$ cat src/hw/cpu_pkg.sv
package cpu_pkg;

	localparam int XLEN      = 16;
	localparam int REG_W     = 4;
	localparam int MEM_DEPTH = 256;
	localparam int MEM_AW    = $clog2(MEM_DEPTH);
	localparam int BR_OFF_W  = 9;

	typedef enum logic [3:0] {
		OP_ADD = 4'h0,
		OP_SUB = 4'h1,
		OP_XOR = 4'h2,
		OP_AND = 4'h3,
		OP_SLL = 4'h4,
		OP_SRA = 4'h5,
		OP_ROR = 4'h6,
		OP_OR  = 4'h7,
		OP_LW  = 4'h8,
		OP_SW  = 4'h9,
		OP_LHB = 4'hA,
		OP_LLB = 4'hB,
		OP_B   = 4'hC,
		OP_BR  = 4'hD,
		OP_PCS = 4'hE,
		OP_HLT = 4'hF
	} opcode_e;

	typedef enum logic [2:0] {
		CC_NE     = 3'd0,
		CC_EQ     = 3'd1,
		CC_GT     = 3'd2,
		CC_LT     = 3'd3,
		CC_GE     = 3'd4,
		CC_LE     = 3'd5,
		CC_OV     = 3'd6,
		CC_ALWAYS = 3'd7
	} ccode_e;

	// ALU ops, LW/SW (rd is the data register) and BR (rs is the target)
	typedef struct packed {
		opcode_e          op;
		logic [REG_W-1:0] rd;
		logic [REG_W-1:0] rs;
		logic [REG_W-1:0] rt;
	} rtype_t;

	typedef struct packed {
		opcode_e          op;
		logic [REG_W-1:0] rd;
		logic [7:0]       imm8;
	} lxx_t;

	typedef struct packed {
		opcode_e             op;
		ccode_e              cond;
		logic [BR_OFF_W-1:0] off;
	} brn_t;

	typedef union packed {
		rtype_t rtype;
		lxx_t   lxx;
		brn_t   brn;
	} instr_u;

	typedef struct packed {
		logic z;
		logic v;
		logic n;
	} flags_t;

	typedef struct packed {
		logic            valid;
		logic [XLEN-1:0] pc_plus2;
		instr_u          instr;
	} ifid_t;

	typedef struct packed {
		logic                valid;
		opcode_e             op;
		logic [REG_W-1:0]    rs;
		logic [REG_W-1:0]    rt;
		logic [REG_W-1:0]    rd;
		logic [XLEN-1:0]     a;
		logic [XLEN-1:0]     b;
		logic [XLEN-1:0]     imm;
		logic [XLEN-1:0]     pc_plus2;
		ccode_e              cond;
		logic [BR_OFF_W-1:0] br_off;
	} idex_t;

	// addr holds the branch target when br_taken is set
	typedef struct packed {
		logic             valid;
		opcode_e          op;
		logic [REG_W-1:0] rd;
		logic [XLEN-1:0]  addr;
		logic [XLEN-1:0]  result;
		logic [XLEN-1:0]  sdata;
		logic             halt;
		logic             br_taken;
	} exmem_t;

	typedef struct packed {
		logic             valid;
		opcode_e          op;
		logic [REG_W-1:0] rd;
		logic [XLEN-1:0]  data;
		logic             halt;
	} memwb_t;

	typedef enum logic [1:0] {
		FWD_NONE  = 2'd0,
		FWD_EXMEM = 2'd1,
		FWD_MEMWB = 2'd2
	} fwd_sel_e;

	typedef struct packed {
		logic              valid;
		logic [MEM_AW-1:0] addr;
		logic [XLEN-1:0]   data;
	} imem_load_t;

	typedef struct packed {
		logic             valid;
		logic [REG_W-1:0] rd;
		logic [XLEN-1:0]  data;
	} wb_trace_t;

	function automatic logic writes_rd(opcode_e op);
		return !op[3] || (op inside {OP_LW, OP_LHB, OP_LLB, OP_PCS});
	endfunction

endpackage
$ cat src/hw/alu.sv
`timescale 1ns/10ps

module alu import cpu_pkg::*; (
	input  opcode_e         op_i,
	input  logic [XLEN-1:0] a_i,
	input  logic [XLEN-1:0] b_i,
	input  logic [XLEN-1:0] imm_i,
	output logic [XLEN-1:0] result_o,
	output logic [XLEN-1:0] addr_o,
	output flags_t          flags_o
);

	logic [3:0] shamt;
	logic [XLEN-1:0] sum, diff;
	logic [2*XLEN-1:0] rot;
	logic add_ovf, sub_ovf;

	assign shamt = imm_i[3:0];
	assign sum   = a_i + b_i;
	assign diff  = a_i - b_i;
	assign rot   = {a_i, a_i} >> shamt;

	// Signed overflow
	assign add_ovf = (a_i[XLEN-1] == b_i[XLEN-1]) && (sum[XLEN-1] != a_i[XLEN-1]);
	assign sub_ovf = (a_i[XLEN-1] != b_i[XLEN-1]) && (diff[XLEN-1] != a_i[XLEN-1]);

	// Word offset, so the immediate counts in halfwords of two bytes
	assign addr_o = a_i + {imm_i[XLEN-2:0], 1'b0};

	always_comb begin
		case (op_i)
			OP_ADD:  result_o = sum;
			OP_SUB:  result_o = diff;
			OP_XOR:  result_o = a_i ^ b_i;
			OP_AND:  result_o = a_i & b_i;
			OP_SLL:  result_o = a_i << shamt;
			OP_SRA:  result_o = $signed(a_i) >>> shamt;
			OP_ROR:  result_o = rot[XLEN-1:0];
			OP_OR:   result_o = a_i | b_i;
			OP_LHB:  result_o = {imm_i[7:0], a_i[7:0]};
			OP_LLB:  result_o = {a_i[XLEN-1:8], imm_i[7:0]};
			default: result_o = '0;
		endcase
	end

	always_comb begin
		flags_o.z = result_o == '0;
		flags_o.n = result_o[XLEN-1];
		case (op_i)
			OP_ADD:  flags_o.v = add_ovf;
			OP_SUB:  flags_o.v = sub_ovf;
			default: flags_o.v = 1'b0;
		endcase
	end

endmodule

$ cat config.mk
export PLATFORM = sky130hd
export DESIGN_NAME = alu
export DESIGN_NICKNAME = d
export VERILOG_FILES = /design/src/hw/cpu_pkg.sv /design/src/hw/alu.sv
export SDC_FILE = /design/constraint.sdc
export NUM_CORES = 1
export LEC_CHECK = 0
export ABC_AREA = 1
export BUFFER_PORTS_ARGS = -buffer_cell sky130_fd_sc_hd__buf_2
export CORE_MARGIN = 2
export CORE_UTILIZATION = 60
export DETAILED_ROUTE_END_ITERATION = 12
export PLACE_DENSITY = 0.89
export SLEW_MARGIN = 10
export SYNTH_ARGS = -nofsm -noshare
export SYNTH_HDL_FRONTEND = slang
export SYNTH_SLANG_ARGS = --single-unit
$ cat constraint.sdc
create_clock -name vclk -period 2.48
set_clock_uncertainty 0.15 [all_clocks]
set_input_delay 0.124 -clock vclk [all_inputs]
set_output_delay 0.124 -clock vclk [all_outputs]
set_load 0.05 [all_outputs]
==> results.toml <==
[clock_network]
post_cts_hold_buffer_count = 0

[status]
violated_checks = "setup timing"
status = "complete, but fails checks"

[die]
die-width_um = 100.9
floorplan.core_area_um2 = 9153
dieHeight_um = 100.9
ios = 87
design.die.area_um2 = 10170
floorplan_row_count = 35
start_util_pct = 61.49

[global_routing]
grt_pass1_vias = 7752
gr-usage-all-layers_pct = 45.26
grt_antenna_before_repair = 0
wire_length_of_the_first_global_routing_pass_mm = 36.88
globalRouteOverflowTotal = 0
grt_start_max_net_pins = 36

[layout]
drive_gt1_share_pct = 26.40
final-seq-area_um2 = 0
clock_buffers = 0
finalNetCount = 1420
sequential_cell_total = 0
antenna_cells_inserted = 0
non_filler_cells_in_the_finished_layout = 1410
layout-area-overhead-vs-synth_pct = 33.33

[power]
vdd_ir_drop_max_uv = 351.4
p_per_area_nw_per_um2 = 282.1
design_power_total_mw = 2.117
power.static_leakage_nw = 4.363

[synth]
synthesis.area_per_instance_um2 = 5.070
yosys_warnings = 0
synth.cells.most_frequent = "sky130_fd_sc_hd__nand2_1 (374), sky130_fd_sc_hd__nand3_1 (227), sky130_fd_sc_hd__inv_1 (139), sky130_fd_sc_hd__nor2_1 (101), sky130_fd_sc_hd__ha_1 (64)"
synthDistinctLibCells = 39
synth.most_common_cell = "sky130_fd_sc_hd__nand2_1"
synth_sequential_area_ratio_pct = 0
cell_types_with_the_largest_area_share_after_synthesis = "sky130_fd_sc_hd__nand2_1 (25%), sky130_fd_sc_hd__nand3_1 (20%), sky130_fd_sc_hd__ha_1 (14%), sky130_fd_sc_hd__inv_1 (9.3%), sky130_fd_sc_hd__nor2_1 (6.7%)"
synthDominantCellAreaShare_pct = 24.94
synth_nets = 1229
mapped_cells = 1110
yosys.area.top_type = "sky130_fd_sc_hd__nand2_1"
netlist_area_um2 = 5628

[sta]
unrepaired_setup_endpoints_after_global_routing = "yes"
timing_hold_violations_final = 0
worst_slack_ns = -0.1029
setup_tns_ns = -0.1029
tightestPinTransition_ns = 0.7952
period_share_pct = 104.2
timing_max_transition_violations_final = 0
report.final.setup_viol = 1
final_period_minus_worst_setup_slack_ns = 2.583
achievable-frequency_ghz = 0.3872
slew-limit-headroom_pct = 46.79

[route]
via_count = 8896
drc_errors = 0
drt_wl_total_mm = 25.22
route.detailed.vias_per_inst = 6.309
drtPass1Iterations = 13
detailedRoute.firstIterationViolations = 1566
antenna_left = 0
route.detailed.wl_per_inst_um = 17.88

[hold_path]
hold_class = "in -> out"

[worst_setup_path]
crit_path_start_kind = "primary input"
worst_setup_path_end_kind = "output pin"
required_arrival_time_at_the_worst_endpoint_ns = 2.21
critical_path_arrival_ns = 2.31
crit_fanout = 3
start_to_end_type_of_the_worst_setup_path = "in -> out"

[place]
io_buffer_count = 86
place.gp.congestion = 1.240
post-place-cells = 1406
half_perimeter_wire_length_after_detailed_placement_mm = 19.01

[job]
max_cap_violations = 0
-- power breakdown --
part / switching (mW) / internal (mW) / total, mW
logic: 1.38 / 0.733 / 2.12
registers: 0 / 0 / 0
clock network: 0 / 0 / 0
total: 1.38 / 0.733 / 2.12
-- area by class of cell --
class / count / area (µm²)
Multi-Input combinational cell: 923 / 5157
Tap cell: 111 / 138.9
Fill cell: 577 / 1649
Timing Repair Buffer: 231 / 1643
Inverter: 145 / 564.3
-- worst max-delay path, cell delays in order --
cell	delay, ns
sky130_fd_sc_hd__buf_12	0.10
sky130_fd_sc_hd__ha_4	0.14
sky130_fd_sc_hd__inv_1	0.06
sky130_fd_sc_hd__fa_2	0.40
sky130_fd_sc_hd__inv_2	0.11
sky130_fd_sc_hd__nand2_1	0.09
sky130_fd_sc_hd__nand2_1	0.07
sky130_fd_sc_hd__nor2_1	0.04
sky130_fd_sc_hd__nor2_1	0.13
sky130_fd_sc_hd__nand3_1	0.12
sky130_fd_sc_hd__nor2_1	0.14
sky130_fd_sc_hd__nand4_1	0.13
sky130_fd_sc_hd__nor3_2	0.23
sky130_fd_sc_hd__nand3_2	0.14
sky130_fd_sc_hd__nor2_4	0.15
sky130_fd_sc_hd__buf_8	0.15
-- cells by family after synthesis --
family,count (synthesis),share of synthesized area [%]
AOI/OAI and AO/OA,89,8.871
buffers and inverters,187,14.47
adders and majority gates,67,15.30
and+or+nand+nor,752,59.03
xor gates and xnor gates,15,2.334
-- cells in the final DEF, fill, tap and decap left out, types with 5 or more instances in the layout --
| cell | count |
|---|---|
| sky130_fd_sc_hd__a21oi_1 | 40 |
| sky130_fd_sc_hd__buf_12 | 5 |
| sky130_fd_sc_hd__buf_2 | 75 |
| sky130_fd_sc_hd__buf_4 | 142 |
| sky130_fd_sc_hd__buf_6 | 5 |
| sky130_fd_sc_hd__ha_1 | 50 |
| sky130_fd_sc_hd__ha_2 | 5 |
| sky130_fd_sc_hd__ha_4 | 9 |
| sky130_fd_sc_hd__inv_1 | 130 |
| sky130_fd_sc_hd__inv_2 | 11 |
| sky130_fd_sc_hd__nand2_1 | 369 |
| sky130_fd_sc_hd__nand2_2 | 8 |
| sky130_fd_sc_hd__nand2_4 | 6 |
| sky130_fd_sc_hd__nand3_1 | 218 |
| sky130_fd_sc_hd__nand3_2 | 18 |
| sky130_fd_sc_hd__nand4_1 | 11 |
| sky130_fd_sc_hd__nor2_1 | 81 |
| sky130_fd_sc_hd__nor2_2 | 21 |
| sky130_fd_sc_hd__o211ai_1 | 5 |
| sky130_fd_sc_hd__o21ai_0 | 18 |
| sky130_fd_sc_hd__xor2_1 | 8 |
-- final timing paths --
check / start / end / slack (ns) / cells past startpoint
worst min-delay path: a_i[0] / addr_o[0] / 0.57 / 3
worst max-delay path: a_i[0] / flags_o[2] / -0.10 / 16
-- metal layers --
metal | up-vias | global-route usage, % | wire, µm
li1 | 3948 | - | -
met1 | 3727 | 55.69 | 8444
met2 | 929 | 72.87 | 10230
met3 | 292 | 8.738 | 3888
met4 | 0 | 26.98 | 2657
met5 | - | 0 | 0
-- what timing repair did --
item	4_1_cts	5_1_grt
endpoints found under the setup margin	6	23
setup buffers	0	4
pin swaps	6	18
gates resized for setup	19	82
-- per-stage QoR --
stage               hold slack, ns  area, µm²  setup slack [ns]  util (%)
finish                      0.5706       7503           -0.1029     81.98
floorplan                   0.2651       5723           -0.1437         -
detailed placement          0.6089       7133           -0.2149     77.94
CTS                         0.6146       7196         -0.005980     78.62
global placement            0.6020       7133           -0.1451     77.94
global route                0.5795       7503           -0.2437     81.98
Power figures use the tool's default switching activity.
