$ cat src/hw/cpu_pkg.sv
package cpu_pkg;

	localparam int XLEN      = 16;
	localparam int REG_W     = 4;
	localparam int MEM_DEPTH = 256;
	localparam int MEM_AW    = $clog2(MEM_DEPTH);
	localparam int BR_OFF_W  = 9;

	typedef enum logic [3:0] {
		OP_ADD = 4'h0,
		OP_SUB = 4'h1,
		OP_XOR = 4'h2,
		OP_AND = 4'h3,
		OP_SLL = 4'h4,
		OP_SRA = 4'h5,
		OP_ROR = 4'h6,
		OP_OR  = 4'h7,
		OP_LW  = 4'h8,
		OP_SW  = 4'h9,
		OP_LHB = 4'hA,
		OP_LLB = 4'hB,
		OP_B   = 4'hC,
		OP_BR  = 4'hD,
		OP_PCS = 4'hE,
		OP_HLT = 4'hF
	} opcode_e;

	typedef enum logic [2:0] {
		CC_NE     = 3'd0,
		CC_EQ     = 3'd1,
		CC_GT     = 3'd2,
		CC_LT     = 3'd3,
		CC_GE     = 3'd4,
		CC_LE     = 3'd5,
		CC_OV     = 3'd6,
		CC_ALWAYS = 3'd7
	} ccode_e;

	// ALU ops, LW/SW (rd is the data register) and BR (rs is the target)
	typedef struct packed {
		opcode_e          op;
		logic [REG_W-1:0] rd;
		logic [REG_W-1:0] rs;
		logic [REG_W-1:0] rt;
	} rtype_t;

	typedef struct packed {
		opcode_e          op;
		logic [REG_W-1:0] rd;
		logic [7:0]       imm8;
	} lxx_t;

	typedef struct packed {
		opcode_e             op;
		ccode_e              cond;
		logic [BR_OFF_W-1:0] off;
	} brn_t;

	typedef union packed {
		rtype_t rtype;
		lxx_t   lxx;
		brn_t   brn;
	} instr_u;

	typedef struct packed {
		logic z;
		logic v;
		logic n;
	} flags_t;

	typedef struct packed {
		logic            valid;
		logic [XLEN-1:0] pc_plus2;
		instr_u          instr;
	} ifid_t;

	typedef struct packed {
		logic                valid;
		opcode_e             op;
		logic [REG_W-1:0]    rs;
		logic [REG_W-1:0]    rt;
		logic [REG_W-1:0]    rd;
		logic [XLEN-1:0]     a;
		logic [XLEN-1:0]     b;
		logic [XLEN-1:0]     imm;
		logic [XLEN-1:0]     pc_plus2;
		ccode_e              cond;
		logic [BR_OFF_W-1:0] br_off;
	} idex_t;

	// addr holds the branch target when br_taken is set
	typedef struct packed {
		logic             valid;
		opcode_e          op;
		logic [REG_W-1:0] rd;
		logic [XLEN-1:0]  addr;
		logic [XLEN-1:0]  result;
		logic [XLEN-1:0]  sdata;
		logic             halt;
		logic             br_taken;
	} exmem_t;

	typedef struct packed {
		logic             valid;
		opcode_e          op;
		logic [REG_W-1:0] rd;
		logic [XLEN-1:0]  data;
		logic             halt;
	} memwb_t;

	typedef enum logic [1:0] {
		FWD_NONE  = 2'd0,
		FWD_EXMEM = 2'd1,
		FWD_MEMWB = 2'd2
	} fwd_sel_e;

	typedef struct packed {
		logic              valid;
		logic [MEM_AW-1:0] addr;
		logic [XLEN-1:0]   data;
	} imem_load_t;

	typedef struct packed {
		logic             valid;
		logic [REG_W-1:0] rd;
		logic [XLEN-1:0]  data;
	} wb_trace_t;

	function automatic logic writes_rd(opcode_e op);
		return !op[3] || (op inside {OP_LW, OP_LHB, OP_LLB, OP_PCS});
	endfunction

endpackage
$ cat src/hw/hazard_unit.sv
`timescale 1ns/10ps

module hazard_unit import cpu_pkg::*; (
	input  idex_t            idex_i,
	input  exmem_t           exmem_i,
	input  memwb_t           memwb_i,
	input  logic [REG_W-1:0] id_rs_i,
	input  logic [REG_W-1:0] id_rt_i,
	output logic             stall_o,
	output fwd_sel_e         fwd_a_o,
	output fwd_sel_e         fwd_b_o
);

	logic load_in_ex;
	logic exmem_wr, memwb_wr;

	// Newer producer in EX/MEM wins over MEM/WB
	function automatic fwd_sel_e pick(logic [REG_W-1:0] src);
		if (src == '0)
			return FWD_NONE;
		if (exmem_wr && exmem_i.rd == src)
			return FWD_EXMEM;
		if (memwb_wr && memwb_i.rd == src)
			return FWD_MEMWB;
		return FWD_NONE;
	endfunction

	assign exmem_wr = exmem_i.valid && writes_rd(exmem_i.op);
	assign memwb_wr = memwb_i.valid && writes_rd(memwb_i.op);

	// Load data only exists after the memory stage, so hold decode one cycle
	assign load_in_ex = idex_i.valid && idex_i.op == OP_LW && idex_i.rd != '0;
	assign stall_o = load_in_ex && (idex_i.rd == id_rs_i || idex_i.rd == id_rt_i);

	always_comb begin
		fwd_a_o = pick(idex_i.rs);
		fwd_b_o = pick(idex_i.rt);
	end

endmodule

$ cat config.mk
export PLATFORM = sky130hd
export DESIGN_NAME = hazard_unit
export DESIGN_NICKNAME = d
export VERILOG_FILES = /design/src/hw/cpu_pkg.sv /design/src/hw/hazard_unit.sv
export SDC_FILE = /design/constraint.sdc
export NUM_CORES = 1
export LEC_CHECK = 0
export ABC_AREA = 1
export BUFFER_PORTS_ARGS = -buffer_cell sky130_fd_sc_hd__buf_4
export CAP_MARGIN = 0
export CORE_AREA = 2 2 75 77
export DETAILED_ROUTE_END_ITERATION = 8
export DIE_AREA = 0 0 77 79
export PLACE_DENSITY_LB_ADDON = 0.25
export SETUP_SLACK_MARGIN = 0.05
export SYNTH_ARGS = -nofsm -noshare
export SYNTH_HDL_FRONTEND = slang
export SYNTH_SLANG_ARGS = --single-unit
$ cat constraint.sdc
create_clock -name vclk -period 0.8
set_clock_uncertainty 0.1 [all_clocks]
set_input_delay 0.16 -clock vclk [all_inputs]
set_output_delay 0.16 -clock vclk [all_outputs]
set_load 0.02 [all_outputs]
==> summary.txt, run 1 <==
Hold path
  – Worst hold path cell count: 5
  – HP Class: in -> out

Routing
  – # DRC: 0
  – DRT Pass-1 Iters: 4
  – Drt first-iter violations: 10
  – Via density: 3.388
  – Via count: 803
  – Post-Route WL: 1991 microns
  – Antenna Violating Nets Remaining: 0
  – Routed len/inst: 8.401 microns

Clocking
  – # Post-CTS Setup Buffers: 0
  – Post-CTS Hold Buffers: 0

Layout
  – Final-layout clock buffer total: 0
  – Post-route insts no fill: 237
  – Sequential cell count: 0
  – Final Util: 23.46%
  – Layout area overhead: 148.4%
  – Sequential cell area: 0 sq um
  – Fin nets: 353
  – Share of cells above drive strength 1: 54.55%
  – Antenna cells: 0

Critical path
  – CP required: 0.54 ns
  – Crit path DAT: 0.94 ns
  – Setup CP Type: in -> out
  – Crit-path cells: buf_8 > xor2_1 > nor2_2 > nand2_2 > nor2_4 > nor2_4 > buf_6
  – Critical path depth in cells: 7
  – Slowest stage cell, crit path: xor2_1
  – Max incr delay on CP: 0.16 ns
  – Critical Path Source: idex_i[85]
  – Most used cell, CP: nor2_4
  – Buf+Inv Stages, Crit Path: 2
  – Crit Path Max Fanout: 4
  – Critical path endpoint category: primary output
  – Crit path max-delay family: simple AND/OR/NAND/NOR gates
  – Crit path to: fwd_a_o[1]
  – Setup crit start kind: input pin

STA
  – Final hold violations: 0
  – Final setup viols: 5
  – Final Cycle Share: 150.5%
  – Fin worst setup slack: -0.4038 ns
  – Worst-Margin Slew: 0.3178 ns
  – Final Max Slew Viols: 0
  – Setup tns final: -1.898 ns
  – RSZ-0062 raised after global routing: true
  – FMAX: 0.8307 GHz
  – Final min period: 1.204 ns
  – Relative slew slack: 78.73%

Floorplan
  – Total die area: 6083 sq um
  – Starting Density: 9.447%
  – Core Box Area: 5338 sq um
  – Die W: 77 microns
  – # IOs: 191
  – # rows: 27
  – Die Span Y: 79 microns

Power
  – Total power: 0.5709 mW
  – Static leakage: 0.6275 nW
  – Peak VDD IR: 138.7 uV
  – Pwr Density: 455.8 nW/um^2

Placed design
  – Inst Count DP: 237
  – # port buffers: 48
  – DP Wirelength: 1832 microns
  – Global placer's final weighted congestion: 0.7308

Run
  – Max cap viols: 0

Global route
  – First-pass GRT wire length: 3546 microns
  – Largest net degree at the start of global routing: 6
  – Grt ovf: 0
  – Gr usage total: 6.774%
  – Vias in the first global route: 825
  – Initial antenna violation count: 0

Logic synthesis
  – Synth Instances: 115
  – Synth area leaders: nand2_1, nor2_1, xor2_1
  – Sequential share of the synthesized area: 0%
  – Count leader, synth: nand2_1
  – Top cell type's share of synthesized area: 30.52%
  – Synth area leader: nand2_1
  – Most frequent cells after synthesis: nand2_1, nor2_1, inv_1
  – Synth Cell Area: 504.2 sq um
  – Mean Syn Cell Area: 4.385 sq um
  – Distinct cells, synth: 12
  – Syn. warnings: 0
  – Syn nets: 301

Outcome
  – Status: finished with violations
  – Violated checks: setup timing
-- through the flow --
stage	setup WS, ns	cell area (sq um)	hold slack [ns]
6_report	-0.4038	1252	0.6260
5_1_grt	-0.4567	1252	0.6447
4_1_cts	-0.4413	1142	0.6264
3_5_place_dp	-0.5208	1050	0.6492
3_3_place_gp	-0.5654	1050	0.6341
2_1_floorplan	-0.2040	584.3	0.3802
-- worst min path at each step --
stage	start	to	slack [ns]
after floorplan	exmem_i[58]	fwd_a_o[0]	0.38
after global placement	idex_i[92]	stall_o	0.63
after detailed placement	exmem_i[58]	fwd_b_o[0]	0.65
after CTS	exmem_i[58]	fwd_b_o[0]	0.63
after global routing	idex_i[92]	stall_o	0.64
final	idex_i[90]	stall_o	0.63
-- power breakdown --
part	total [mW]	internal, mW	switching [mW]
Combinational	0.571	0.309	0.262
Clock	0	0	0
Sequential	0	0	0
-- cells in the final DEF, fill, tap and decap left out, drive strengths merged --
| master | instances |
|---|---|
| nand3 | 5 |
| inv | 21 |
| buf | 50 |
| o21ai | 6 |
| nor2 | 27 |
| xor2 | 9 |
| nand4 | 1 |
| nor3 | 2 |
| a21boi | 2 |
| a21oi | 1 |
| nand2 | 41 |
-- kinds of logic (layout without fill, tap and decap cells) --
| family | Yosys count | after routing | synth area share (%) |
|---|---|---|---|
| AND/OR/NAND/NOR | 76 | 76 | 58.81 |
| buffers and inverters | 21 | 71 | 15.63 |
| AO/OA/AOI/OAI | 9 | 9 | 9.922 |
| XOR/XNOR | 9 | 9 | 15.63 |
-- final cells by class --
class | instances | area, sq um
Fill cell | 637 | 4085
Inverter | 21 | 83.83
Multi-Input combinational cell | 94 | 594.3
Tap cell | 72 | 90.09
Timing Repair Buffer | 50 | 484.2
-- timing repair --
action,in CTS,in global routing
endpoints found under the hold margin,0,0
pin swaps,23,32
resized for setup,24,44
setup endpoints to repair,5,5
gates cloned,0,0
-- per-layer routing --
layer  part of all wire [%]  global-route usage [%]  up-vias
li1                       -                       -      446
met1                     47                   10.08      333
met2                     47                   11.40       24
met3                    5.6                  0.4545        0
met4                      0                       0        0
met5                      0                       0        -
(Power assumes the default switching activity.)
==> run 2, diff against run 1 <==
--- a/config.mk
+++ b/config.mk
@@ -12,7 +12,6 @@
 export DETAILED_ROUTE_END_ITERATION = 8
 export DIE_AREA = 0 0 77 79
 export PLACE_DENSITY_LB_ADDON = 0.25
-export SETUP_SLACK_MARGIN = 0.05
 export SYNTH_ARGS = -nofsm -noshare
 export SYNTH_HDL_FRONTEND = slang
 export SYNTH_SLANG_ARGS = --single-unit
==> constraint.sdc (replaced) <==
create_clock -name vclk -period 1.4
set_clock_uncertainty 0.1 [all_clocks]
set_input_delay 0.28 -clock vclk [all_inputs]
set_output_delay 0.28 -clock vclk [all_outputs]
set_load 0.02 [all_outputs]
==> summary.txt, run 2 (synthesis results as in run 1) <==
Placed design
  – # port buffers: 48 (unchanged)
  – Inst Count DP: 235 (-0.84%)
  – DP Wirelength: 1636 microns (-11%)
  – Global placer's final weighted congestion: 0.7247 (-0.83%)
  – DP Worst Slack: -0.1445 ns (+0.3764 ns)

Power
  – Pwr Density: 254.8 nW/um^2 (-44%)
  – Peak VDD IR: 63.28 uV (-54%)
  – Static leakage: 0.6164 nW (-1.8%)

Global route
  – Largest net degree at the start of global routing: 6 (unchanged)
  – Grt ovf: 0 (unchanged)
  – Gr usage total: 5.711% (-1.1 points)
  – First-pass GRT wire length: 3022 microns (-15%)
  – Vias in the first global route: 754 (-8.6%)
  – Initial antenna violation count: 0 (unchanged)

Layout
  – Most common cell after layout, fill and taps aside: nand2_1
  – Sequential cell count: 0 (unchanged)
  – Most frequent cells in the layout: nand2_1, buf_4, nor2_1
  – Post-route insts no fill: 235 (-0.84%)
  – Share of cells above drive strength 1: 44.79% (-9.8 points)
  – Layout area overhead: 123.8%
  – Final-layout clock buffer total: 0 (unchanged)
  – Fin nets: 351 (-0.57%)
  – Sequential cell area: 0 sq um (unchanged)
  – Antenna cells: 0 (unchanged)

STA
  – Fin worst setup slack: -0.0002355 ns (+0.4035 ns)
  – Final Cycle Share: 100.0%
  – Final hold violations: 0 (unchanged)
  – Relative slew slack: 88.41% (+9.7 points)
  – FMAX: 0.7142 GHz
  – RSZ-0062 raised after global routing: true
  – Final Max Slew Viols: 0 (unchanged)
  – Worst-Margin Slew: 0.1732 ns (-0.1446 ns)
  – Final min period: 1.400 ns
  – Final setup viols: 1 (-4)

Critical path
  – Max incr delay on CP: 0.19 ns (+0.03 ns)
  – Crit Path Max Fanout: 4 (unchanged)
  – CP required: 1.02 ns (+0.48 ns)
  – Critical path endpoint category: primary output
  – Setup crit start kind: input pin
  – Most used cell, CP: nor2_1
  – Setup CP Type: in -> out
  – Buf+Inv Stages, Crit Path: 2 (unchanged)
  – Crit-path cells: buf_6 > a21boi_4 > o21ai_4 > nor2_1 > nor2_1 > buf_4
  – Crit path DAT: 1.02 ns (+0.08 ns)
  – Crit path max-delay family: compound AO/OA/AOI/OAI gates
  – Slowest stage cell, crit path: o21ai_4

Outcome
  – Violated checks: setup timing
  – Status: finished with violations

Hold path
  – Hold worst-path end: stall_o
  – Worst hold path cell count: 4 (-1)
  – HP Class: in -> out
  – Worst hold start: idex_i[92]

Routing
  – # DRC: 0 (unchanged)
  – Drt first-iter violations: 8 (-2)
  – DRT Pass-1 Iters: 4 (unchanged)
  – Via density: 3.455 (+2.0%)
  – Post-Route WL: 1943 microns (-2.4%)
  – Antenna Violating Nets Remaining: 0 (unchanged)
  – Via count: 812 (+1.1%)
  – Routed len/inst: 8.268 microns (-1.6%)

Floorplan
  – # IOs: 191 (unchanged)
  – Starting Density: 9.447% (unchanged)
  – Core Box Area: 5338 sq um (unchanged)
  – Die W: 77 microns (unchanged)
  – # rows: 27 (unchanged)
  – Die Span Y: 79 microns (unchanged)
  – Total die area: 6083 sq um (unchanged)

Run
  – Max cap viols: 0 (unchanged)

Clocking
  – # Post-CTS Setup Buffers: 0 (unchanged)
-- run 2: worst max-delay path by stage --
stage / start / end / slack [ns] / depth (start not counted)
5_1_grt: memwb_i[23] / fwd_b_o[1] / -0.1 / 7
4_1_cts: exmem_i[51] / fwd_b_o[1] / -0.03 / 7
2_1_floorplan: exmem_i[55] / fwd_a_o[0] / -0.04 / 3
6_report: exmem_i[55] / fwd_a_o[1] / -0.0002 / 6
3_5_place_dp: memwb_i[21] / fwd_a_o[1] / -0.14 / 7
3_3_place_gp: memwb_i[21] / fwd_a_o[1] / -0.17 / 7
-- run 2: final cells by class --
type	count	area, sq um
Fill cell	644	4209
Inverter	21	78.83
Multi-Input combinational cell	94	516.7
Tap cell	72	90.09
Timing Repair Buffer	48	442.9
-- run 2: metal layers --
layer | GRT usage, % | vias to the layer above | share of wire [%]
met3 | 2.273 | 0 | 13
met1 | 7.055 | 341 | 40
met4 | 0.5357 | 0 | 0
met5 | 0 | - | 0
met2 | 9.737 | 32 | 47
li1 | - | 439 | -
-- run 2: repair_timing --
item / in CTS / in global routing
setup endpoints to repair: 5 / 5
gates resized for setup: 9 / 45
hold endpoints to repair: 0 / 0
gates cloned: 0 / 0
pin swaps: 6 / 26
hold buffers: 0 / 0
-- run 2: where the power goes --
| part | internal [mW] | total (mW) | switching [mW] |
|---|---|---|---|
| Sequential | 0 | 0 | 0 |
| Combinational | 0.161 | 0.288 | 0.127 |
| Clock | 0 | 0 | 0 |
| Total | 0.161 | 0.288 | 0.127 |
-- run 2: through the flow --
step                area, sq um  utilization, %  hold slack [ns]  setup TNS, ns  total power [mW]
finish                     1129           21.14           0.8213     -0.0002355            0.2876
global route               1129           21.14           0.8446        -0.2753            0.3201
CTS                       974.7           18.26           0.8281       -0.07497            0.2417
detailed placement        954.7           17.89           0.8261        -0.3797            0.2336
global placement          954.7           17.89           0.8256        -0.4607            0.2332
floorplan                 504.2               -           0.6117       -0.07116           0.09687
