==> config.mk <==
export PLATFORM = sky130hd
export DESIGN_NAME = register_file
export DESIGN_NICKNAME = d
export VERILOG_FILES = /design/src/hw/cpu_pkg.sv /design/src/hw/register_file.sv
export SDC_FILE = /design/constraint.sdc
export NUM_CORES = 1
export LEC_CHECK = 0
export BUFFER_PORTS_ARGS = -buffer_cell sky130_fd_sc_hd__buf_2
export CAP_MARGIN = 30
export CORE_UTILIZATION = 48
export CTS_CLUSTER_DIAMETER = 120
export DETAILED_ROUTE_END_ITERATION = 10
export PLACE_DENSITY_LB_ADDON = 0.05
export SYNTH_ARGS = -nofsm -noshare
export SYNTH_HDL_FRONTEND = slang
export SYNTH_SLANG_ARGS = --single-unit
==> constraint.sdc <==
create_clock -name clk -period 6 [get_ports clk]
set_clock_uncertainty 0.05 [all_clocks]
set_input_delay 1.2 -clock clk [delete_from_list [all_inputs] [get_ports clk]]
set_output_delay 1.2 -clock clk [all_outputs]
set_load 0.01 [all_outputs]
==> src/hw/cpu_pkg.sv <==
package cpu_pkg;

	localparam int XLEN      = 16;
	localparam int REG_W     = 4;
	localparam int MEM_DEPTH = 256;
	localparam int MEM_AW    = $clog2(MEM_DEPTH);
	localparam int BR_OFF_W  = 9;

	typedef enum logic [3:0] {
		OP_ADD = 4'h0,
		OP_SUB = 4'h1,
		OP_XOR = 4'h2,
		OP_AND = 4'h3,
		OP_SLL = 4'h4,
		OP_SRA = 4'h5,
		OP_ROR = 4'h6,
		OP_OR  = 4'h7,
		OP_LW  = 4'h8,
		OP_SW  = 4'h9,
		OP_LHB = 4'hA,
		OP_LLB = 4'hB,
		OP_B   = 4'hC,
		OP_BR  = 4'hD,
		OP_PCS = 4'hE,
		OP_HLT = 4'hF
	} opcode_e;

	typedef enum logic [2:0] {
		CC_NE     = 3'd0,
		CC_EQ     = 3'd1,
		CC_GT     = 3'd2,
		CC_LT     = 3'd3,
		CC_GE     = 3'd4,
		CC_LE     = 3'd5,
		CC_OV     = 3'd6,
		CC_ALWAYS = 3'd7
	} ccode_e;

	// ALU ops, LW/SW (rd is the data register) and BR (rs is the target)
	typedef struct packed {
		opcode_e          op;
		logic [REG_W-1:0] rd;
		logic [REG_W-1:0] rs;
		logic [REG_W-1:0] rt;
	} rtype_t;

	typedef struct packed {
		opcode_e          op;
		logic [REG_W-1:0] rd;
		logic [7:0]       imm8;
	} lxx_t;

	typedef struct packed {
		opcode_e             op;
		ccode_e              cond;
		logic [BR_OFF_W-1:0] off;
	} brn_t;

	typedef union packed {
		rtype_t rtype;
		lxx_t   lxx;
		brn_t   brn;
	} instr_u;

	typedef struct packed {
		logic z;
		logic v;
		logic n;
	} flags_t;

	typedef struct packed {
		logic            valid;
		logic [XLEN-1:0] pc_plus2;
		instr_u          instr;
	} ifid_t;

	typedef struct packed {
		logic                valid;
		opcode_e             op;
		logic [REG_W-1:0]    rs;
		logic [REG_W-1:0]    rt;
		logic [REG_W-1:0]    rd;
		logic [XLEN-1:0]     a;
		logic [XLEN-1:0]     b;
		logic [XLEN-1:0]     imm;
		logic [XLEN-1:0]     pc_plus2;
		ccode_e              cond;
		logic [BR_OFF_W-1:0] br_off;
	} idex_t;

	// addr holds the branch target when br_taken is set
	typedef struct packed {
		logic             valid;
		opcode_e          op;
		logic [REG_W-1:0] rd;
		logic [XLEN-1:0]  addr;
		logic [XLEN-1:0]  result;
		logic [XLEN-1:0]  sdata;
		logic             halt;
		logic             br_taken;
	} exmem_t;

	typedef struct packed {
		logic             valid;
		opcode_e          op;
		logic [REG_W-1:0] rd;
		logic [XLEN-1:0]  data;
		logic             halt;
	} memwb_t;

	typedef enum logic [1:0] {
		FWD_NONE  = 2'd0,
		FWD_EXMEM = 2'd1,
		FWD_MEMWB = 2'd2
	} fwd_sel_e;

	typedef struct packed {
		logic              valid;
		logic [MEM_AW-1:0] addr;
		logic [XLEN-1:0]   data;
	} imem_load_t;

	typedef struct packed {
		logic             valid;
		logic [REG_W-1:0] rd;
		logic [XLEN-1:0]  data;
	} wb_trace_t;

	function automatic logic writes_rd(opcode_e op);
		return !op[3] || (op inside {OP_LW, OP_LHB, OP_LLB, OP_PCS});
	endfunction

endpackage
==> src/hw/register_file.sv <==
`timescale 1ns/10ps

module register_file import cpu_pkg::*; (
	input  logic             clk,
	input  logic             reset_i,
	input  logic [REG_W-1:0] rs_i,
	input  logic [REG_W-1:0] rt_i,
	input  logic [REG_W-1:0] rd_i,
	input  logic             we_i,
	input  logic [XLEN-1:0]  wdata_i,
	output logic [XLEN-1:0]  rs_data_o,
	output logic [XLEN-1:0]  rt_data_o
);

	logic [XLEN-1:0] regs [2**REG_W];

	// Same-cycle write is visible to decode
	function automatic logic [XLEN-1:0] read_port(logic [REG_W-1:0] idx);
		if (idx == '0)
			return '0;
		if (we_i && idx == rd_i)
			return wdata_i;
		return regs[idx];
	endfunction

	always_ff @(posedge clk) begin
		if (reset_i) begin
			for (int i = 0; i < 2**REG_W; i++)
				regs[i] <= '0;
		end else if (we_i && rd_i != '0) begin
			regs[rd_i] <= wdata_i;
		end
	end

	always_comb begin
		rs_data_o = read_port(rs_i);
		rt_data_o = read_port(rt_i);
	end

endmodule

==> flow_metrics.py, run 1 <==
metrics = {
    "timing": {
        "setup_tns_ns": 0,
        "slew_violations": 0,
        "min_period_over_period": 0.8048,
        "setup_viol": 0,
        "fmax_ghz": 0.2071,
        "tightest_slew_ns": 0.9649,
        "fin_crit_ns": 4.829,
        "slew_headroom": 0.3548,
        "rsz0062_at_grt": "false",
        "finalHoldWorstSlack_ns": 1.135,
        "finalHoldViolCount": 0,
    },
    "worst_setup_path": {
        "worstPathRequired_ns": 4.75,
        "cp_max_fo": 16,
        "crit_arrival_ns": 3.58,
        "worst-setup-path-type": "in -> out",
        "cp-end-kind": "output pin",
        "critPathLaunchType": "input port",
    },
    "power": {
        "total_power_mw": 4.384,
        "leakage_nw": 5.683,
        "ir_drop_mv": 0.2131,
        "p_int_mw": 3.256,
        "p_clk_frac": 0.385,
        "power_switching_mw": 1.128,
        "p_comb_frac": 0.130,
        "power_frac_seq": 0.485,
        "power_density_mw_per_mm2": 280.8,
        "switching_share": 0.2573,
    },
    "placement": {
        "place.gp.congestion": 0.9812,
        "port_buffers": 62,
        "dp.cells": 1439,
        "hpwl_mm": 28.11,
    },
    "yosys": {
        "avgSynthCellArea_sq_um": 13.52,
        "syn_inst": 1046,
        "seq_area_frac_synth": 0.5435,
        "yosysUniqueCellTypes": 34,
        "ys_ff_latch": 256,
        "syn_area_sq_mm": 0.01414,
        "yosys_warnings": 0,
    },
    "cells_and_area": {
        "nFillCells": 2426,
        "top_regs": "regs x256",
        "diodes": 0,
        "final_nets": 1117,
        "largest_register": "regs",
        "stdcell_count": 1492,
        "synthToLayoutAreaGrowth_pct": 10.37,
        "drive_gt1_frac": 0.2031,
        "largest_register_ffs": 256,
    },
    "grt": {
        "antenna_found_initial": 0,
        "grtUsageTotal": 0.2792,
        "grt_pass1_wl_mm": 61.86,
        "grt_overflow": 0,
        "grt_max_degree": 46,
        "grt_pass1_vias": 9085,
    },
    "floorplanning": {
        "die_h_um": 173.7,
        "row_count": 62,
        "ios": 63,
        "die-area_sq_mm": 0.03016,
        "die_x_um": 173.7,
        "coreArea_sq_mm": 0.02886,
        "initial_core_util": 0.4902,
    },
    "detailed_routing": {
        "vias": 9274,
        "finalWirelength_mm": 41.82,
        "drc_errors": 0,
        "ant_nets": 0,
        "firstDrtPassIters": 6,
        "wl_per_cell_um": 28.03,
        "viasPerCell": 6.216,
        "drt-initial-drc-count": 1109,
    },
    "clock_network": {
        "root_buffer": "clkbuf_16",
        "cts_hold_buf": 0,
        "cts_tree": "done",
        "cts.repair.resized": 0,
        "cts_max_level": 1,
        "cts_buffers": 29,
        "clk_path_buf_depth": 3,
        "clock-sinks": 256,
        "clk_pin_slew_ns": 0.06,
        "postCtsSetupRepairBufs": 0,
    },
    "hold_path": {
        "hold_path_class": "in -> reg",
    },
    "status": {
        "outcome": "finished clean",
    },
    "flow_run": {
        "maxCapViolCount": 0,
    },
}
[area by class of cell]
type                    instances  area (sq um)  area share
repair buffers                 96         583.1     0.03735
multi-input cells             703          5971      0.3825
clock buffers                  31         733.2     0.04697
well taps                     384         480.5     0.03078
flip-flops and latches        256          7687      0.4924
clock inverters                22         156.4     0.01002
[cell usage after synthesis]
cell	instances	area share
clkbuf_2	2	0.00071
nand2_1	3	0.00080
clkbuf_1	47	0.012
nand3_2	2	0.0014
o31ai_1	32	0.017
a211oi_1	32	0.017
nand3_1	30	0.011
buf_4	13	0.0069
or3b_1	4	0.0025
or2_2	15	0.0066
buf_1	3	0.00080
o22ai_1	64	0.028
nand4bb_1	2	0.0016
mux4_2	64	0.10
mux2_2	2	0.0016
or2_1	4	0.0018
nand4b_1	1	0.00062
or4b_4	1	0.00097
a31oi_1	30	0.013
mux2i_1	128	0.091
conb_1	1	0.00027
nor2b_1	2	0.00088
or3_1	2	0.00088
edfxtp_1	256	0.54
nor2_2	3	0.0013
nand3b_1	2	0.0011
nand2b_1	2	0.00088
nor3_2	3	0.0021
a21oi_1	2	0.00071
nor2_1	9	0.0024
xnor2_1	8	0.0050
buf_6	10	0.0080
buf_2	27	0.0096
and2_1	240	0.11
[cells by family after synthesis]
kind of cell,Yosys count,share of synthesized area
AO/OA/AOI/OAI,160,0.07625
XOR/XNOR,8,0.004954
buffers and inverters,102,0.03839
flip-flops,256,0.5435
multiplexers,194,0.1941
other,1,0.0002651
AND/OR/NAND/NOR,325,0.1426
[worst paths after layout]
check	start	end	slack, ns	cells past startpoint
setup / recovery	rt_i[2]	rt_data_o[5]	1.17	6
hold / removal	wdata_i[7]	regs[2][7]$_SDFFCE_PN0P_	1.14	2
[routing by layer]
metal,global-route usage,routed length (um)
met1,0.4178,18690
met2,0.4269,18880
met3,0.04189,3103
met4,0.07054,1140
met5,0,0
[power by group through the flow]
stage | Combinational, mW | Clock (mW) | Sequential, mW
floorplan | 0.364 | 0 | 2.14
global placement | 0.565 | 0 | 2.16
detailed placement | 0.565 | 0 | 2.16
CTS | 0.566 | 1.71 | 2.13
global route | 0.600 | 1.76 | 2.14
finish | 0.572 | 1.69 | 2.13
[metrics by stage]
step	area, sq um	utilization	setup slack [ns]
global route	15610	0.5410	1.163
CTS	15610	0.5410	1.253
floorplan	14200	-	2.248
finish	15610	0.5410	1.171
global placement	14720	0.5101	1.280
detailed placement	14720	0.5101	1.260
[layout by cell type, fill, tap and decap left out, types with 4 or more instances in the layout]
master     count
a211oi_1      32
a31oi_1       30
and2_1       240
buf_2         60
buf_4         35
clkbuf_16     29
clkinv_1      12
clkinv_2       5
conb_1        16
edfxtp_1     256
mux2i_1      128
mux4_2        64
nand3_1       30
nor2_1         9
o22ai_1       64
o31ai_1       32
or2_1          4
or2_2         15
or3b_1         4
xnor2_1        8
[worst max-delay path, cell delays in order]
cell      delay, ns
buf_2          0.35
nand3b_1       0.78
o22ai_1        0.53
a211oi_1       0.10
a31oi_1        0.39
buf_2          0.21
(Power assumes the default switching activity.)
==> run 2, diff against run 1 <==
--- a/config.mk
+++ b/config.mk
@@ -5,6 +5,7 @@
 export SDC_FILE = /design/constraint.sdc
 export NUM_CORES = 1
 export LEC_CHECK = 0
+export ABC_AREA = 1
 export BUFFER_PORTS_ARGS = -buffer_cell sky130_fd_sc_hd__buf_2
 export CAP_MARGIN = 30
 export CORE_UTILIZATION = 48
==> constraint.sdc (replaced) <==
create_clock -name clk -period 4.2 [get_ports clk]
set_clock_uncertainty 0.05 [all_clocks]
set_input_delay 0.84 -clock clk [delete_from_list [all_inputs] [get_ports clk]]
set_output_delay 0.84 -clock clk [all_outputs]
set_load 0.01 [all_outputs]
==> run 2 against run 1 <==
Compared with the run above:
- clock power increased by 49%
- flip-flop and latch count unchanged
- critical path depth increased by 5
==> flow_metrics.py, run 2 <==
metrics = {
    "detailed_routing": {
        "wl_per_cell_um": 22.32,
        "viasPerCell": 5.695,
        "finalWirelength_mm": 56.33,
        "ant_nets": 0,
        "drt-initial-drc-count": 2079,
        "drc_errors": 0,
        "vias": 14370,
        "firstDrtPassIters": 8,
    },
    "cells_and_area": {
        "largest_register": "regs",
        "layout_commonest_cell": "nand2_1",
        "nFillCells": 2992,
        "fin_util": 0.5474,
        "largest_register_ffs": 256,
        "drive_gt1_frac": 0.07472,
        "synthToLayoutAreaGrowth_pct": 11.39,
        "final_nets": 2141,
        "regArea_sq_mm": 0.007687,
        "top_regs": "regs x256",
        "multi_input_area_sq_mm": 0.006085,
        "final_cell_area_sq_mm": 0.01683,
        "stdcell_count": 2524,
        "layout_common_cells": "nand2_1, nor2_1, nand3_1, edfxtp_1, inv_1",
        "diodes": 0,
    },
    "clock_network": {
        "cts_hold_buf": 0,
        "cts_tree": "done",
        "cts_buffers": 30,
        "clk_pin_slew_ns": 0.06,
        "postCtsSetupRepairBufs": 0,
        "clock-sinks": 256,
        "clk_path_buf_depth": 3,
        "root_buffer": "clkbuf_16",
        "cts_max_level": 1,
        "cts.repair.resized": 0,
    },
    "yosys": {
        "yosys_warnings": 0,
        "ys_top_cells_by_area": "edfxtp_1, nand2_1, nand3_1",
        "syn_inst": 2092,
        "synth.most_common_cell": "nand2_1",
        "synth-edff-count": 256,
        "ys_ff_latch": 256,
        "async_reset_ff_frac": 0,
        "syn_area_sq_mm": 0.01511,
        "avgSynthCellArea_sq_um": 7.223,
        "synth_common_cells": "nand2_1, nor2_1, nand3_1",
        "synth_top_cell_by_area": "edfxtp_1",
        "yosysUniqueCellTypes": 14,
        "ys_dominant_reg_cell": "edfxtp_1",
        "seq_area_frac_synth": 0.5088,
        "synth_top_area_frac": 0.5088,
    },
    "power": {
        "leakage_nw": 8.009,
        "p_clk_frac": 0.382,
        "switching_share": 0.2863,
        "p_comb_frac": 0.160,
        "power_density_mw_per_mm2": 391.2,
        "power_frac_seq": 0.458,
        "power_switching_mw": 1.885,
        "ir_drop_mv": 0.3001,
        "p_int_mw": 4.699,
        "total_power_mw": 6.584,
    },
    "floorplanning": {
        "initial_core_util": 0.4914,
        "ios": 63,
        "die-area_sq_mm": 0.03219,
        "row_count": 64,
        "die_x_um": 179.4,
        "die_h_um": 179.4,
        "coreArea_sq_mm": 0.03075,
    },
    "grt": {
        "grtUsageTotal": 0.3508,
        "grt_max_degree": 113,
        "grt_overflow": 0,
        "antenna_found_initial": 0,
        "grt_pass1_wl_mm": 84.41,
        "grt_pass1_vias": 13190,
    },
    "worst_setup_path": {
        "critPathLaunchType": "input port",
        "cp_max_fo": 112,
        "crit_arrival_ns": 2.82,
        "worst-setup-path-type": "in -> out",
        "cp-end-kind": "output pin",
        "worstPathRequired_ns": 3.31,
    },
    "timing": {
        "rsz0062_at_grt": "false",
        "fmax_ghz": 0.2696,
        "finalHoldViolCount": 0,
        "setup_tns_ns": 0,
        "setup_viol": 0,
        "tightest_slew_ns": 0.9930,
        "slew_violations": 0,
        "finalHoldWorstSlack_ns": 0.7563,
        "fin_crit_ns": 3.710,
        "slew_headroom": 0.3372,
        "min_period_over_period": 0.8832,
        "setup_slack_ns": 0.4904,
    },
    "flow_run": {
        "maxCapViolCount": 0,
    },
    "status": {
        "outcome": "finished clean",
    },
    "hold_path": {
        "hold_path_class": "in -> reg",
    },
    "placement": {
        "port_buffers": 62,
        "dp_worst_setup_slack_ns": 0.6018,
        "place.gp.congestion": 1.011,
        "dpl-instance-area_sq_mm": 0.01592,
        "dp.cells": 2474,
        "hpwl_mm": 36.62,
    },
}
[run 2: cell types whose count changed in the layout (fill, tap and decap cells not counted), moves of 11 or more]
cell	change
inv_1	+219
mux2i_1	-128
o31ai_1	-32
nand3_1	+329
a31oi_1	-30
mux4_2	-64
o21ai_0	+32
buf_4	+11
nor2_1	+373
a211oi_1	-32
or2_2	-15
o22ai_1	-64
and2_1	-240
nand2_1	+686
[run 2: cell type report]
type | count | area share
clock buffers | 40 | 0.04810
inverters | 225 | 0.05048
flip-flops and latches | 256 | 0.4567
multi-input cells | 1483 | 0.3615
repair buffers | 114 | 0.04787
clock inverters | 10 | 0.005873
well taps | 396 | 0.02944
[run 2: path summary, 6_finish.rpt]
check | from | end | cells past startpoint
min | reset_i | regs[0][14]$_SDFFCE_PN0P_ | 2
max | rs_i[0] | rs_data_o[14] | 11
[run 2: per-layer routing]
metal | vias up | part of all wire | wire length [um] | GRT usage
li1 | 6614 | - | - | -
met1 | 6701 | 0.42 | 23550 | 0.5183
met2 | 938 | 0.43 | 24080 | 0.5214
met3 | 121 | 0.11 | 6102 | 0.04092
met4 | 0 | 0.046 | 2604 | 0.1500
met5 | - | 0 | 0 | 0
[run 2: cells by family after synthesis]
group                  synth area share
AND/OR/NAND/NOR                  0.3870
flip-flops                       0.5088
AO/OA/AOI/OAI                   0.01060
other                         0.0002482
buffers and inverters           0.09225
XOR/XNOR                       0.001160
[run 2: power by group through the flow]
stage	logic, mW	clock network [mW]	registers (mW)
after global routing	1.14	2.62	3.03
after global placement	1.03	0	3.06
final	1.06	2.51	3.01
after floorplan	0.628	0	3.05
after CTS	1.03	2.53	3.01
after detailed placement	1.03	0	3.07
[run 2: critical path: stages]
cell     delay [ns]
buf_4          0.26
buf_12         0.48
nand2_1        0.11
nand2_1        0.08
nor2_1         0.05
nand3_1        0.07
buf_4          0.30
nand3_1        0.11
nor2_1         0.21
nor2_1         0.06
buf_2          0.14
